[src/program.hex]
// one 32-bit instruction word per line, word index 0 to 31 in order
A5000000
A5000004
A5000008
A500000C
A5000010
A5000014
A5000018
A500001C
A5000020
A5000024
A5000028
A500002C
A5000030
A5000034
A5000038
A500003C
A5000040
A5000044
A5000048
A500004C
A5000050
A5000054
A5000058
A500005C
A5000060
A5000064
A5000068
A500006C
A5000070
A5000074
A5000078
A500007C

[src/fetchPkg.sv]
package fetchPkg;

    // text segment bounds, end is the first address past the segment
    localparam logic [31:0] textStart = 32'h0000_3000;
    localparam logic [31:0] textEnd = 32'h0000_3080;

    // kernel entry vector
    localparam logic [31:0] kTextStart = 32'h0000_3060;

    // instruction memory depth in words
    localparam int memWords = 32;

    // word index width, taken from address bits 6 to 2
    localparam int memIdxW = $clog2(memWords);

    // exception code field
    localparam int excW = 5;
    localparam logic [excW-1:0] excAdEl = 5'd4;

    // control flow kind of the instruction in decode
    typedef enum logic [1:0] {
        seq     = 2'd0,
        branch  = 2'd1,
        jumpImm = 2'd2,
        jumpReg = 2'd3
    } jumpKind_t;

    // kernel control request from coprocessor 0
    typedef enum logic [1:0] {
        kNone  = 2'd0,
        kEnter = 2'd1,
        kEret  = 2'd2
    } kCtrl_t;

endpackage

[src/fetchStage.sv]
module fetchStage import fetchPkg::*; (
    input  logic            clk,
    input  logic            reset,
    input  logic            stall,
    input  logic            clr,
    input  jumpKind_t       jumpKind,
    input  logic            cmp,
    input  logic [15:0]     imm16,
    input  logic [25:0]     jmpAddr,
    input  logic [31:0]     jmpReg,
    input  kCtrl_t          kCtrl,
    input  logic [31:2]     epc,
    output logic [31:0]     codeId,
    output logic [31:0]     pcId,
    output logic [excW-1:0] excId,
    output logic            bdId,
    output logic            validId,
    output logic [31:0]     pcIf,
    output logic            bdIf
);

    logic [31:0]     npc;
    logic [excW-1:0] exc;

    // wishbone read bus
    logic            wbCyc;
    logic            wbStb;
    logic [31:0]     wbAdr;
    logic            wbAck;
    logic [31:0]     wbDatRd;

    nextPcUnit i_nextPcUnit (
        .pc       (pcIf),
        .jumpKind (jumpKind),
        .cmp      (cmp),
        .imm16    (imm16),
        .jmpAddr  (jmpAddr),
        .jmpReg   (jmpReg),
        .kCtrl    (kCtrl),
        .epc      (epc),
        .npc      (npc),
        .isJump   (bdIf)
    );

    pcUnit i_pcUnit (
        .clk   (clk),
        .reset (reset),
        .stall (stall),
        .npc   (npc),
        .wbAck (wbAck),
        .pc    (pcIf),
        .exc   (exc),
        .wbCyc (wbCyc),
        .wbStb (wbStb),
        .wbAdr (wbAdr)
    );

    instrMem i_instrMem (
        .clk     (clk),
        .reset   (reset),
        .wbCyc   (wbCyc),
        .wbStb   (wbStb),
        .wbAdr   (wbAdr),
        .wbAck   (wbAck),
        .wbDatRd (wbDatRd)
    );

    // ack edge loads the record and advances the PC together
    ifIdReg i_ifIdReg (
        .clk     (clk),
        .reset   (reset),
        .clr     (clr),
        .load    (wbAck),
        .code    (wbDatRd),
        .pc      (pcIf),
        .exc     (exc),
        .bd      (bdIf),
        .codeId  (codeId),
        .pcId    (pcId),
        .excId   (excId),
        .bdId    (bdId),
        .validId (validId)
    );

endmodule

[src/ifIdReg.sv]
module ifIdReg import fetchPkg::*; (
    input  logic            clk,
    input  logic            reset,
    input  logic            clr,
    input  logic            load,
    input  logic [31:0]     code,
    input  logic [31:0]     pc,
    input  logic [excW-1:0] exc,
    input  logic            bd,
    output logic [31:0]     codeId,
    output logic [31:0]     pcId,
    output logic [excW-1:0] excId,
    output logic            bdId,
    output logic            validId
);

    // clr flushes the slot and beats a load on the same edge
    always_ff @(posedge clk) begin
        if (reset || clr) begin
            codeId <= '0;
            pcId <= '0;
            excId <= '0;
            bdId <= 1'b0;
            validId <= 1'b0;
        end else if (load) begin
            // word from memory, PC and exception from the PC unit
            codeId <= code;
            pcId <= pc;
            excId <= exc;
            bdId <= bd;
            validId <= 1'b1;
        end
    end

endmodule

[src/instrMem.sv]
module instrMem import fetchPkg::*; (
    input  logic        clk,
    input  logic        reset,
    input  logic        wbCyc,
    input  logic        wbStb,
    input  logic [31:0] wbAdr,
    output logic        wbAck,
    output logic [31:0] wbDatRd
);

    logic [31:0]        mem [0:memWords-1];
    logic [memIdxW-1:0] wordIdx;
    logic               request;

    initial begin
        $readmemh("/design/src/program.hex", mem);
    end

    // all other address bits are ignored
    assign wordIdx = wbAdr[memIdxW+1:2];

    // no back-to-back acks, so each request gets exactly one
    assign request = wbCyc && wbStb && !wbAck;

    always_ff @(posedge clk) begin
        if (reset) begin
            wbAck <= 1'b0;
        end else begin
            wbAck <= request;
        end
    end

    // read data lines up with the ack
    always_ff @(posedge clk) begin
        if (request) begin
            wbDatRd <= mem[wordIdx];
        end
    end

endmodule

[src/nextPcUnit.sv]
module nextPcUnit import fetchPkg::*; (
    input  logic [31:0] pc,
    input  jumpKind_t   jumpKind,
    input  logic        cmp,
    input  logic [15:0] imm16,
    input  logic [25:0] jmpAddr,
    input  logic [31:0] jmpReg,
    input  kCtrl_t      kCtrl,
    input  logic [31:2] epc,
    output logic [31:0] npc,
    output logic        isJump
);

    logic [31:0] branchOffset;
    logic [31:0] branchTarget;
    logic [31:0] jumpTarget;
    logic [31:0] seqTarget;
    logic        atEnd;

    // word offset, sign extended and scaled to bytes
    assign branchOffset = {{14{imm16[15]}}, imm16, 2'b00};
    assign branchTarget = pc + branchOffset;

    // region bits come from the delay slot PC
    assign jumpTarget = {pc[31:28], jmpAddr, 2'b00};
    assign seqTarget = pc + 32'd4;

    // last word before the kernel vector ends the program
    assign atEnd = (pc == kTextStart - 32'd4);

    always_comb begin
        if (kCtrl == kEnter) begin
            npc = kTextStart;
        end else if (kCtrl == kEret) begin
            npc = {epc, 2'b00};
        end else if (atEnd) begin
            // hold here and keep fetching the same word
            npc = pc;
        end else begin
            case (jumpKind)
                branch: begin
                    if (cmp) begin
                        npc = branchTarget;
                    end else begin
                        npc = seqTarget;
                    end
                end
                jumpImm: begin
                    npc = jumpTarget;
                end
                jumpReg: begin
                    npc = jmpReg;
                end
                default: begin
                    npc = seqTarget;
                end
            endcase
        end
    end

    // any control transfer in decode puts the fetched word in a delay slot,
    // whether or not the branch is taken
    assign isJump = (jumpKind != seq);

endmodule

[src/pcUnit.sv]
module pcUnit import fetchPkg::*; (
    input  logic            clk,
    input  logic            reset,
    input  logic            stall,
    input  logic [31:0]     npc,
    input  logic            wbAck,
    output logic [31:0]     pc,
    output logic [excW-1:0] exc,
    output logic            wbCyc,
    output logic            wbStb,
    output logic [31:0]     wbAdr
);

    logic [31:0] pcReg;
    logic        pending;
    logic        outOfRange;
    logic        misaligned;

    always_ff @(posedge clk) begin
        if (reset) begin
            pcReg <= textStart;
            pending <= 1'b0;
        end else begin
            // advance only when the current fetch is acknowledged
            if (pending && wbAck) begin
                pcReg <= npc;
            end
            // stall blocks only the start of a new cycle
            if (!pending || wbAck) begin
                pending <= !stall;
            end
        end
    end

    // address check on the PC being fetched
    assign outOfRange = (pcReg < textStart) || (pcReg >= textEnd);
    assign misaligned = (pcReg[1:0] != 2'b00);
    assign exc = (outOfRange || misaligned) ? excAdEl : '0;

    assign pc = pcReg;

    // bus request follows the pending flag, address is the PC itself
    assign wbCyc = pending;
    assign wbStb = pending;
    assign wbAdr = pcReg;

endmodule

[config.mk]
export PLATFORM = sky130hd
export DESIGN_NAME = fetchStage
export DESIGN_NICKNAME = d
export VERILOG_FILES = /design/src/fetchPkg.sv /design/src/fetchStage.sv /design/src/ifIdReg.sv /design/src/instrMem.sv /design/src/nextPcUnit.sv /design/src/pcUnit.sv
export SDC_FILE = /design/constraint.sdc
export NUM_CORES = 1
export LEC_CHECK = 0
export BUFFER_PORTS_ARGS = -buffer_cell sky130_fd_sc_hd__buf_2
export CAP_MARGIN = 40
export CORE_AREA = 2 2 121 123
export DETAILED_ROUTE_END_ITERATION = 10
export DIE_AREA = 0 0 123 125
export GPL_ROUTABILITY_DRIVEN = 1
export HOLD_SLACK_MARGIN = 0.05
export PLACE_DENSITY = 0.68
export RECOVER_POWER = 50
export SLEW_MARGIN = 0
export SYNTH_ARGS = -nofsm -noshare
export SYNTH_HDL_FRONTEND = slang
export SYNTH_SLANG_ARGS = --single-unit
export TNS_END_PERCENT = 10
[constraint.sdc]
create_clock -name clk -period 3 [get_ports clk]
set_input_delay 0.3 -clock clk [delete_from_list [all_inputs] [get_ports clk]]
set_output_delay 0.3 -clock clk [all_outputs]
set_load 0.01 [all_outputs]
# Yosys cells after proc, flatten, opt, wreduce, memory -nomap -nowiden
# Cells that the tools add are included.
# Widths: inputs -> output; s select.
[word_totals]
register_bits = 137
out_inout_bits = 104
wordCells = 41
[classes]
addsub = 2
order_cmp = 2
n_eq_ne = 8
muxes = 6
n_reduce_logical = 13
[ops]
columns = ["op", "n"]
rows = [
  ["$mux 32", 4],
  ["$pmux 32 s3", 1],
  ["$add 32x3->32 const B", 1],
  ["$add 32x32->32", 1],
  ["$eq 32x14->1 const B", 1],
  ["$ge 32x14->1 const B", 1],
  ["$lt 32x14->1 const B", 1],
  ["$eq 2x2->1 const B", 3],
  ["$eq 2x1->1 const B", 2],
  ["$logic_or 1x1->1", 4],
  ["$reduce_bool 2->1", 2],
  ["$logic_not 1->1", 3],
  ["$mux 3", 1],
  ["$ne 3x1->1 const B", 1],
  ["$ne 3x3->1 const B", 1],
  ["$reduce_and 3->1", 1],
  ["$logic_and 1x1->1", 2],
  ["$reduce_and 2->1", 1],
]

# Depth between registers and ports, before layout
# Gate-level depths: netlist of run 1.
[logic_depth]
ltp_word = 6
mapped_depth = 11

# Modules after synthesis
# From an unflattened synthesis of run 1, not the netlist that was laid out.
[hier_totals]
hier_cells = 1117
hier_area_um2 = 8567.0
[modules_own_cells]
columns = ["mod", "instances", "cells_per_inst", "area_per_inst_um2"]
rows = [
  ["nextPcUnit", 1, 661, 4235.3],
  ["ifIdReg", 1, 230, 2575.0],
  ["pcUnit", 1, 191, 1480.2],
  ["instrMem", 1, 35, 276.5],
]

# Worst setup path before layout of run 1
# Ideal clock, no wire load.
[synth_timing]
kind = "register -> register"
start = "register i_pcUnit.pcReg[2], in the netlist i_pcUnit.pc[2]"
end = "register i_pcUnit.pcReg[26], in the netlist i_pcUnit.pc[26]"
setup_time_ns = 0.086
arrival_time_ns = 2.508
t_required_ns = 2.914
slack_ns = 0.406
path_stages_with_launch = 12
cell_sequence = "dfxtp_1 ha_1 inv_1 fa_1 nor2b_1 o31ai_1 a211oi_1 o2111ai_1 nand3_1 a21o_1 nand3_1 a221oi_2"
[synth_via]
elab_chain_cells = 6
elab_cells_between_ends = 10
cone_classes = "add/sub (2); eq/ne (2); mux (5); reduce/logical (1)"
[synth_lines]
columns = ["item", "line", "text"]
rows = [
  ["start, declared", "pcUnit.sv:14", "logic [31:0] pcReg;"],
  ["start signal, assigned", "pcUnit.sv:21", "pcReg <= textStart;"],
  ["start signal, assigned", "pcUnit.sv:26", "pcReg <= npc;"],
  ["$add 32x3->32 / $add 32x32->32 (equally long branches)", "nextPcUnit.sv:26, nextPcUnit.sv:22", ""],
  ["$mux 32", "nextPcUnit.sv:42", "if (cmp) begin"],
  ["$pmux 32 s3", "nextPcUnit.sv:40", "case (jumpKind)"],
  ["$mux 32", "nextPcUnit.sv:36", "end else if (atEnd) begin"],
  ["$mux 32", "nextPcUnit.sv:34", "end else if (kCtrl == kEret) begin"],
  ["$mux 32", "nextPcUnit.sv:32", "if (kCtrl == kEnter) begin"],
]
# Parallel ways exist; a longest one is shown, timed or not. The select of a mux whose other input is x is not followed.
# A chain may end at the register's enable or synchronous reset.

# Worst setup path in the final report of run 1
[layout_timing]
start = "register i_pcUnit.pcReg[2], in the netlist i_pcUnit.pc[2]"
end = "register i_pcUnit.pcReg[25], in the netlist i_pcUnit.pc[25]"
# The elaborated chain is that of the path after synthesis.

==> reports/qor.csv, run 1 <==
stage,metric,value,unit
synthesis,Post-Syn Area,6250,µm²
route,initial DRC count,581,
critical_path,crit end category,flop,
route,Routed Antenna Nets,0,
synthesis,Area contributors post-synth,"dfxtp_1 (22%), mux2i_1 (7.5%), ha_1 (6.6%)",
timing,final period utilization,93.8,%
timing,Hold Fails Final Rpt,0,
critical_path,CP arrival,3.05,ns
critical_path,CP max-delay cell,or3_1,
critical_path,Top delay family on crit path,simple AND/OR/NAND/NOR gates,
grt,grt met3 use,4.79,%
timing,Worst Max-Slew Pin Slew,1.35,ns
critical_path,Crit Path Class,flop to flop,
timing,Fin Setup TNS,0,ns
clocking,CTS buffer count,9,
cells_and_area,nets,1154,
synthesis,"flops & latches, synth",69,
clocking,clock-pin slew on the worst setup and hold paths,0.06,ns
synthesis,Netlist cell types,74,
die,area of the core,14200,µm²
synthesis,average cell area after synthesis,7.66,µm²
cells_and_area,P&R area growth vs syn,21.0,%
synthesis,Cells after Synth,816,
clocking,postcts setup bufs,0,
grt,vias in the first global route,6349,
clocking,worst-skew pair later-pin latency,0.35,ns
die,io pins,217,
die,Starting Density,44.0,%
hold_path,Hold Path Depth,2,
cells_and_area,most frequent cells in the layout,"buf_2 (134), nor2_1 (99), nand2_1 (76)",
hold_path,Min-Delay Path Class,input port to flop,
grt,met2 usage,43.7,%
synthesis,register area share after synthesis,22.1,%
hold_path,Min-Delay Startpoint,stall,
cells_and_area,Reg area,1380,µm²
place,RePlAce Congestion,0.954,
grt,largest net degree at the start of global routing,41,
cells_and_area,share of layout cells above drive strength 1,20.7,%
die,FP Rows,44,
clocking,CTS tree,yes,
critical_path,crit path cell chain,clkbuf_1 > nand4_1 > or3_1 > nor3_2 > nand2_1 > xor2_1 > a21boi_0 > a222oi_1 > nand2_1,
timing,Slew HR,9.72,%
grt,first-pass GRT wire length,33900,µm
timing,max frequency,0.355,GHz
route,final wirelength,21500,µm
route,Via density,5.63,
critical_path,crit path launch type,flop,
timing,crit path time final,2.81,ns
critical_path,r2r worst-path depth,9,
synthesis,Ys Warns,0,
power_and_ir_drop,Worst VDD drop,0.231,mV
die,die width,123,µm
clocking,hold buffer count at CTS,0,
cells_and_area,Inserted Diodes,0,
synthesis,"EDFF count, synth",0,
synthesis,largest area contributor in the netlist,dfxtp_1,
power_and_ir_drop,leak pwr,3.41,nW
die,total die area,15400,µm²
critical_path,critical path buffer and inverter count,1,
synthesis,post-synthesis async set-or-reset flop share,0,%
clocking,CTS Buffer Depth,2,
route,vias,6739,
synthesis,Post-synth top flop,dfxtp_1,
die,chip height,125,µm
place,# port buffers,180,
clocking,cts repair resizes,0,
place,post-DP HPWL,16300,µm
cells_and_area,"most common cell after layout, fill and taps aside",buf_2,
clocking,# clock sinks,69,
run_status,status,completed,
grt,GRT overflow,0,
route,detailed-route wire length per cell,18.0,µm
hold_path,Min-Delay Endpoint,i_pcUnit.wbCyc,
critical_path,Max stage delay on crit path,0.66,ns
timing,unrepaired setup endpoints after global routing,no,
route,# DRC,0,
clocking,Clock Root Buffer,clkbuf_16,
critical_path,Worst R2R Setup Slack,0.19,ns
cells_and_area,Filler cells,1501,
route,DRT Pass-1 Iters,6,
critical_path,CP Max Fanout,9,
timing,Worst Clk Skew,0.0146,ns
grt,gr usage total,28.2,%
timing,hold slack,0.163,ns
critical_path,CP most frequent cell,nand2_1,
job,max_cap viols,0,
critical_path,R2R Path Start,i_pcUnit.pc[2],
critical_path,reg2reg end,i_pcUnit.pc[25],
critical_path,Critical Path RT,3.24,ns
timing,setup violators final,0,
grt,initial antenna violation count,0,
clocking,# H-tree levels,3,
synthesis,top-area cell type share of the netlist area,22.1,%
grt,GRT Max-Usage Layer,met2,
timing,Slew Limit Fails,0,
power_and_ir_drop,Pwr per Cell Area,342,nW/µm²
grt,M1 GR Usage,39.1,%
cells_and_area,area of the multi-input gates,4480,µm²
==> stage by stage <==
| stage | util [%] | setup slack (ns) | area [µm²] | instances | power [mW] |
|---|---|---|---|---|---|
| 4_1_cts | 54.1 | 0.262 | 7680 | 1196 | 2.60 |
| 3_3_place_gp | 52.2 | 0.314 | 7410 | 1180 | 1.58 |
| 2_1_floorplan | - | 0.406 | 6380 | 851 | 1.38 |
| 6_report | 53.3 | 0.186 | 7560 | 1196 | 2.59 |
| 5_1_grt | 53.3 | 0.00903 | 7560 | 1196 | 2.70 |
| 3_5_place_dp | 52.2 | 0.241 | 7410 | 1180 | 1.58 |
==> worst max path at each step <==
stage	startpoint	to	cells after the start
2_1_floorplan	i_pcUnit.pc[2]	i_pcUnit.pc[26]	11
3_3_place_gp	imm16[0]	i_pcUnit.pc[28]	14
3_5_place_dp	imm16[0]	i_pcUnit.pc[26]	14
4_1_cts	i_pcUnit.pc[2]	i_pcUnit.pc[26]	13
5_1_grt	i_pcUnit.pc[12]	i_pcUnit.pc[29]	9
6_report	i_pcUnit.pc[2]	i_pcUnit.pc[25]	9
==> cells in the mapped netlist, drive strengths merged (13+ instances only) <==
library cell,count
nand2,76
and3,13
a21oi,49
ha,33
o21ai,50
xor2,20
nor3,13
a21o,23
buf,53
mux2i,47
dfxtp,69
clkbuf,31
xnor2,26
nor2,100
nand3,23
a211oi,15
inv,15
==> metal layers <==
| layer | part of all wire (%) | vias up |
|---|---|---|
| li1 | - | 3291 |
| met1 | 46 | 3122 |
| met2 | 45 | 296 |
| met3 | 6.9 | 30 |
| met4 | 2.3 | 0 |
| met5 | 0 | - |
==> cell type report <==
class	count	share of cell area [%]
Clock buffer	13	3.31
Clock inverter	3	0.281
Inverter	15	0.744
Multi-Input combinational cell	683	59.2
Sequential cell	69	18.3
Tap cell	184	3.04
Timing Repair Buffer	229	15.2
==> kinds of logic after synthesis <==
kind of cell    Yosys count  synth area share [%]
mux                      53                  8.61
flops                    69                  22.1
compound gates          218                  23.8
simple gates            296                  23.6
xor+xnor                 46                  6.45
other cells               1                0.0600
buf+inv                  99                  8.45
fa+ha+maj                34                  6.93
==> registers in the layout, indices dropped and copies added, names as in the netlist <==
name,count
i_pcUnit.pc,32
i_ifIdReg.excId,1
i_ifIdReg.validId,1
i_ifIdReg.bdId,1
i_instrMem.wbAck,1
i_ifIdReg.pcId,32
i_pcUnit.wbCyc,1
==> power by group <==
group	total [mW]	switching, mW	internal, mW
logic	0.618	0.373	0.246
clock network	1.02	0.435	0.584
registers	0.949	0.0176	0.931
(Power assumes the default switching activity.)
==> run 2: changes to the inputs <==
CORE_AREA = 2 2 124 126   (was 2 2 121 123)
DIE_AREA = 0 0 126 128   (was 0 0 123 125)
PLACE_DENSITY = 0.73   (was 0.68)
==> run 2 against run 1 <==
Effect of this change:
- the run now ends with capacitance limit, slew limit left
- first-iteration DRC count is 11% lower
- fmax decreased by 1.2%
- worst setup slack got worse by 0.034 ns
- sequential power is 0.6% higher
- global-route usage down 1.5 points
- register-to-register slack lost 0.03 ns
- non-clock buffer count down 1
- final area up 0.20%
- die area rose by 4.9%
- utilization fell by 2.3 points
- wire length increased by 1.8%
- largest power group unchanged
- highest routed layer unchanged
==> reports/qor.csv, run 2 (synthesis gave the netlist of run 1 again) <==
stage,metric,value,unit
clocking,# clock sinks,69,
place,RePlAce Congestion,0.961,
power_and_ir_drop,leak pwr,3.40,nW
critical_path,Worst R2R Setup Slack,0.15,ns
power_and_ir_drop,Worst VDD drop,0.226,mV
power_and_ir_drop,Pwr per Cell Area,344,nW/µm²
power_and_ir_drop,Tot Pwr,2.61,mW
grt,initial antenna violation count,0,
power_and_ir_drop,Pint,1.76,mW
grt,first-pass GRT wire length,34000,µm
critical_path,Crit Path Class,flop to flop,
cells_and_area,Inserted Diodes,0,
timing,setup violators final,0,
run_status,violated checks,"capacitance limit, slew limit",
critical_path,Critical Path RT,3.23,ns
job,max_cap viols,1,
route,detailed-route wire length per cell,18.3,µm
critical_path,Max stage delay on crit path,0.46,ns
die,chip height,128,µm
power_and_ir_drop,clock share of power,39.9,%
clocking,clock-pin slew on the worst setup and hold paths,0.07,ns
grt,largest net degree at the start of global routing,42,
die,FP Rows,45,
die,Starting Density,42.0,%
timing,Slew Limit Fails,36,
timing,crit path time final,2.85,ns
clocking,CTS buffer count,9,
grt,gr usage total,26.7,%
timing,Slew HR,-50.8,%
critical_path,CP arrival,3.07,ns
cells_and_area,Filler cells,1535,
power_and_ir_drop,sequential power share,36.7,%
die,total die area,16100,µm²
route,initial DRC count,517,
clocking,Clock Root Buffer,clkbuf_16,
route,final wirelength,21900,µm
run_status,status,"finished, violations left",
hold_path,Min-Delay Path Class,input port to flop,
die,io pins,217,
critical_path,CP max-delay cell,and4_1,
die,area of the core,14900,µm²
critical_path,crit path launch type,flop,
route,vias,6819,
grt,GRT overflow,0,
place,# port buffers,180,
critical_path,crit path cell chain,clkbuf_1 > and4_1 > nand4_1 > nor2_1 > and3_1 > nor2_1 > o21ai_0 > or4b_1 > a2bb2oi_1,
clocking,worst-skew pair later-pin latency,0.35,ns
cells_and_area,P&R area growth vs syn,21.3,%
timing,Hold Fails Final Rpt,0,
power_and_ir_drop,sw frac,32.6,%
route,# DRC,0,
cells_and_area,nets,1153,
cells_and_area,share of layout cells above drive strength 1,20.9,%
place,post-DP HPWL,16700,µm
timing,max frequency,0.351,GHz
timing,final period utilization,94.9,%
clocking,CTS tree,yes,
place,DP Area,7410,µm²
route,DRT Pass-1 Iters,5,
cells_and_area,most frequent cells in the layout,"buf_2 (133), nor2_1 (99), nand2_1 (76)",
clocking,CTS Buffer Depth,2,
critical_path,CP most frequent cell,nor2_1,
cells_and_area,final instance area,7580,µm²
clocking,# H-tree levels,3,
grt,vias in the first global route,6288,
power_and_ir_drop,Psw,0.848,mW
critical_path,crit end category,flop,
clocking,postcts setup bufs,0,
timing,Worst Clk Skew,0.0113,ns
die,die width,126,µm
power_and_ir_drop,Gate power share,23.5,%
critical_path,CP Max Fanout,6,
route,Routed Antenna Nets,0,
timing,Worst Max-Slew Pin Slew,2.26,ns
route,Via density,5.69,
cells_and_area,"most common cell after layout, fill and taps aside",buf_2,
[run 2: worst max-delay path, delay by kind of cell, from the launching register on]
| family | cells | cell delay, ns |
|---|---|---|
| compound gates | 2 | 0.28 |
| buf+inv | 1 | 0.41 |
| flops | 1 | 0.33 |
| simple gates | 6 | 1.70 |
[run 2: power groups by stage]
stage	registers, mW	clock network [mW]	logic (mW)
after CTS	0.955	1.06	0.608
after global placement	0.975	0	0.602
after global routing	0.957	1.10	0.667
after floorplan	0.975	0	0.409
after detailed placement	0.975	0	0.605
final	0.955	1.04	0.612
[run 2: cell type report]
class / instances / area, µm² / area share [%]
Clock inverter: 5 / 36.3 / 0.479
Timing Repair Buffer: 228 / 1150 / 15.2
Tap cell: 188 / 235 / 3.10
Multi-Input combinational cell: 683 / 4480 / 59.1
Sequential cell: 69 / 1380 / 18.2
Inverter: 15 / 56.3 / 0.743
Clock buffer: 11 / 243 / 3.20
[run 2: metrics by stage]
step	util [%]	TNS, ns	cells	hold WS, ns	worst slack, ns
2_1_floorplan	-	0	851	0.404	0.406
3_5_place_dp	49.8	0	1183	0.460	0.133
5_1_grt	51.0	-0.0250	1199	0.149	-0.0212
4_1_cts	51.7	0	1199	0.139	0.142
6_report	51.0	0	1199	0.149	0.152
3_3_place_gp	49.8	0	1183	0.441	0.171
[run 2: what timing repair did]
action	in CTS	in global routing
endpoints found under the setup margin	0	3
hold buffers	0	0
endpoints found under the hold margin	0	0
gates resized for setup	0	1
[run 2: path summary, 6_finish.rpt]
| path | startpoint | to | cells past startpoint |
|---|---|---|---|
| worst min register to register | i_ifIdReg.validId | i_ifIdReg.validId | 2 |
| worst max register to register | i_pcUnit.pc[16] | i_pcUnit.pc[28] | 9 |
| worst min-delay path | stall | i_pcUnit.wbCyc | 2 |
| worst max-delay path | i_pcUnit.pc[16] | i_pcUnit.pc[28] | 9 |
[run 2: routing by layer]
layer	share of wire, %	wire [µm]	global-route usage, %
met1	44	9630	36.0
met2	45	9890	42.8
met3	8.7	1920	4.80
met4	2.2	474	9.57
met5	0	0	0
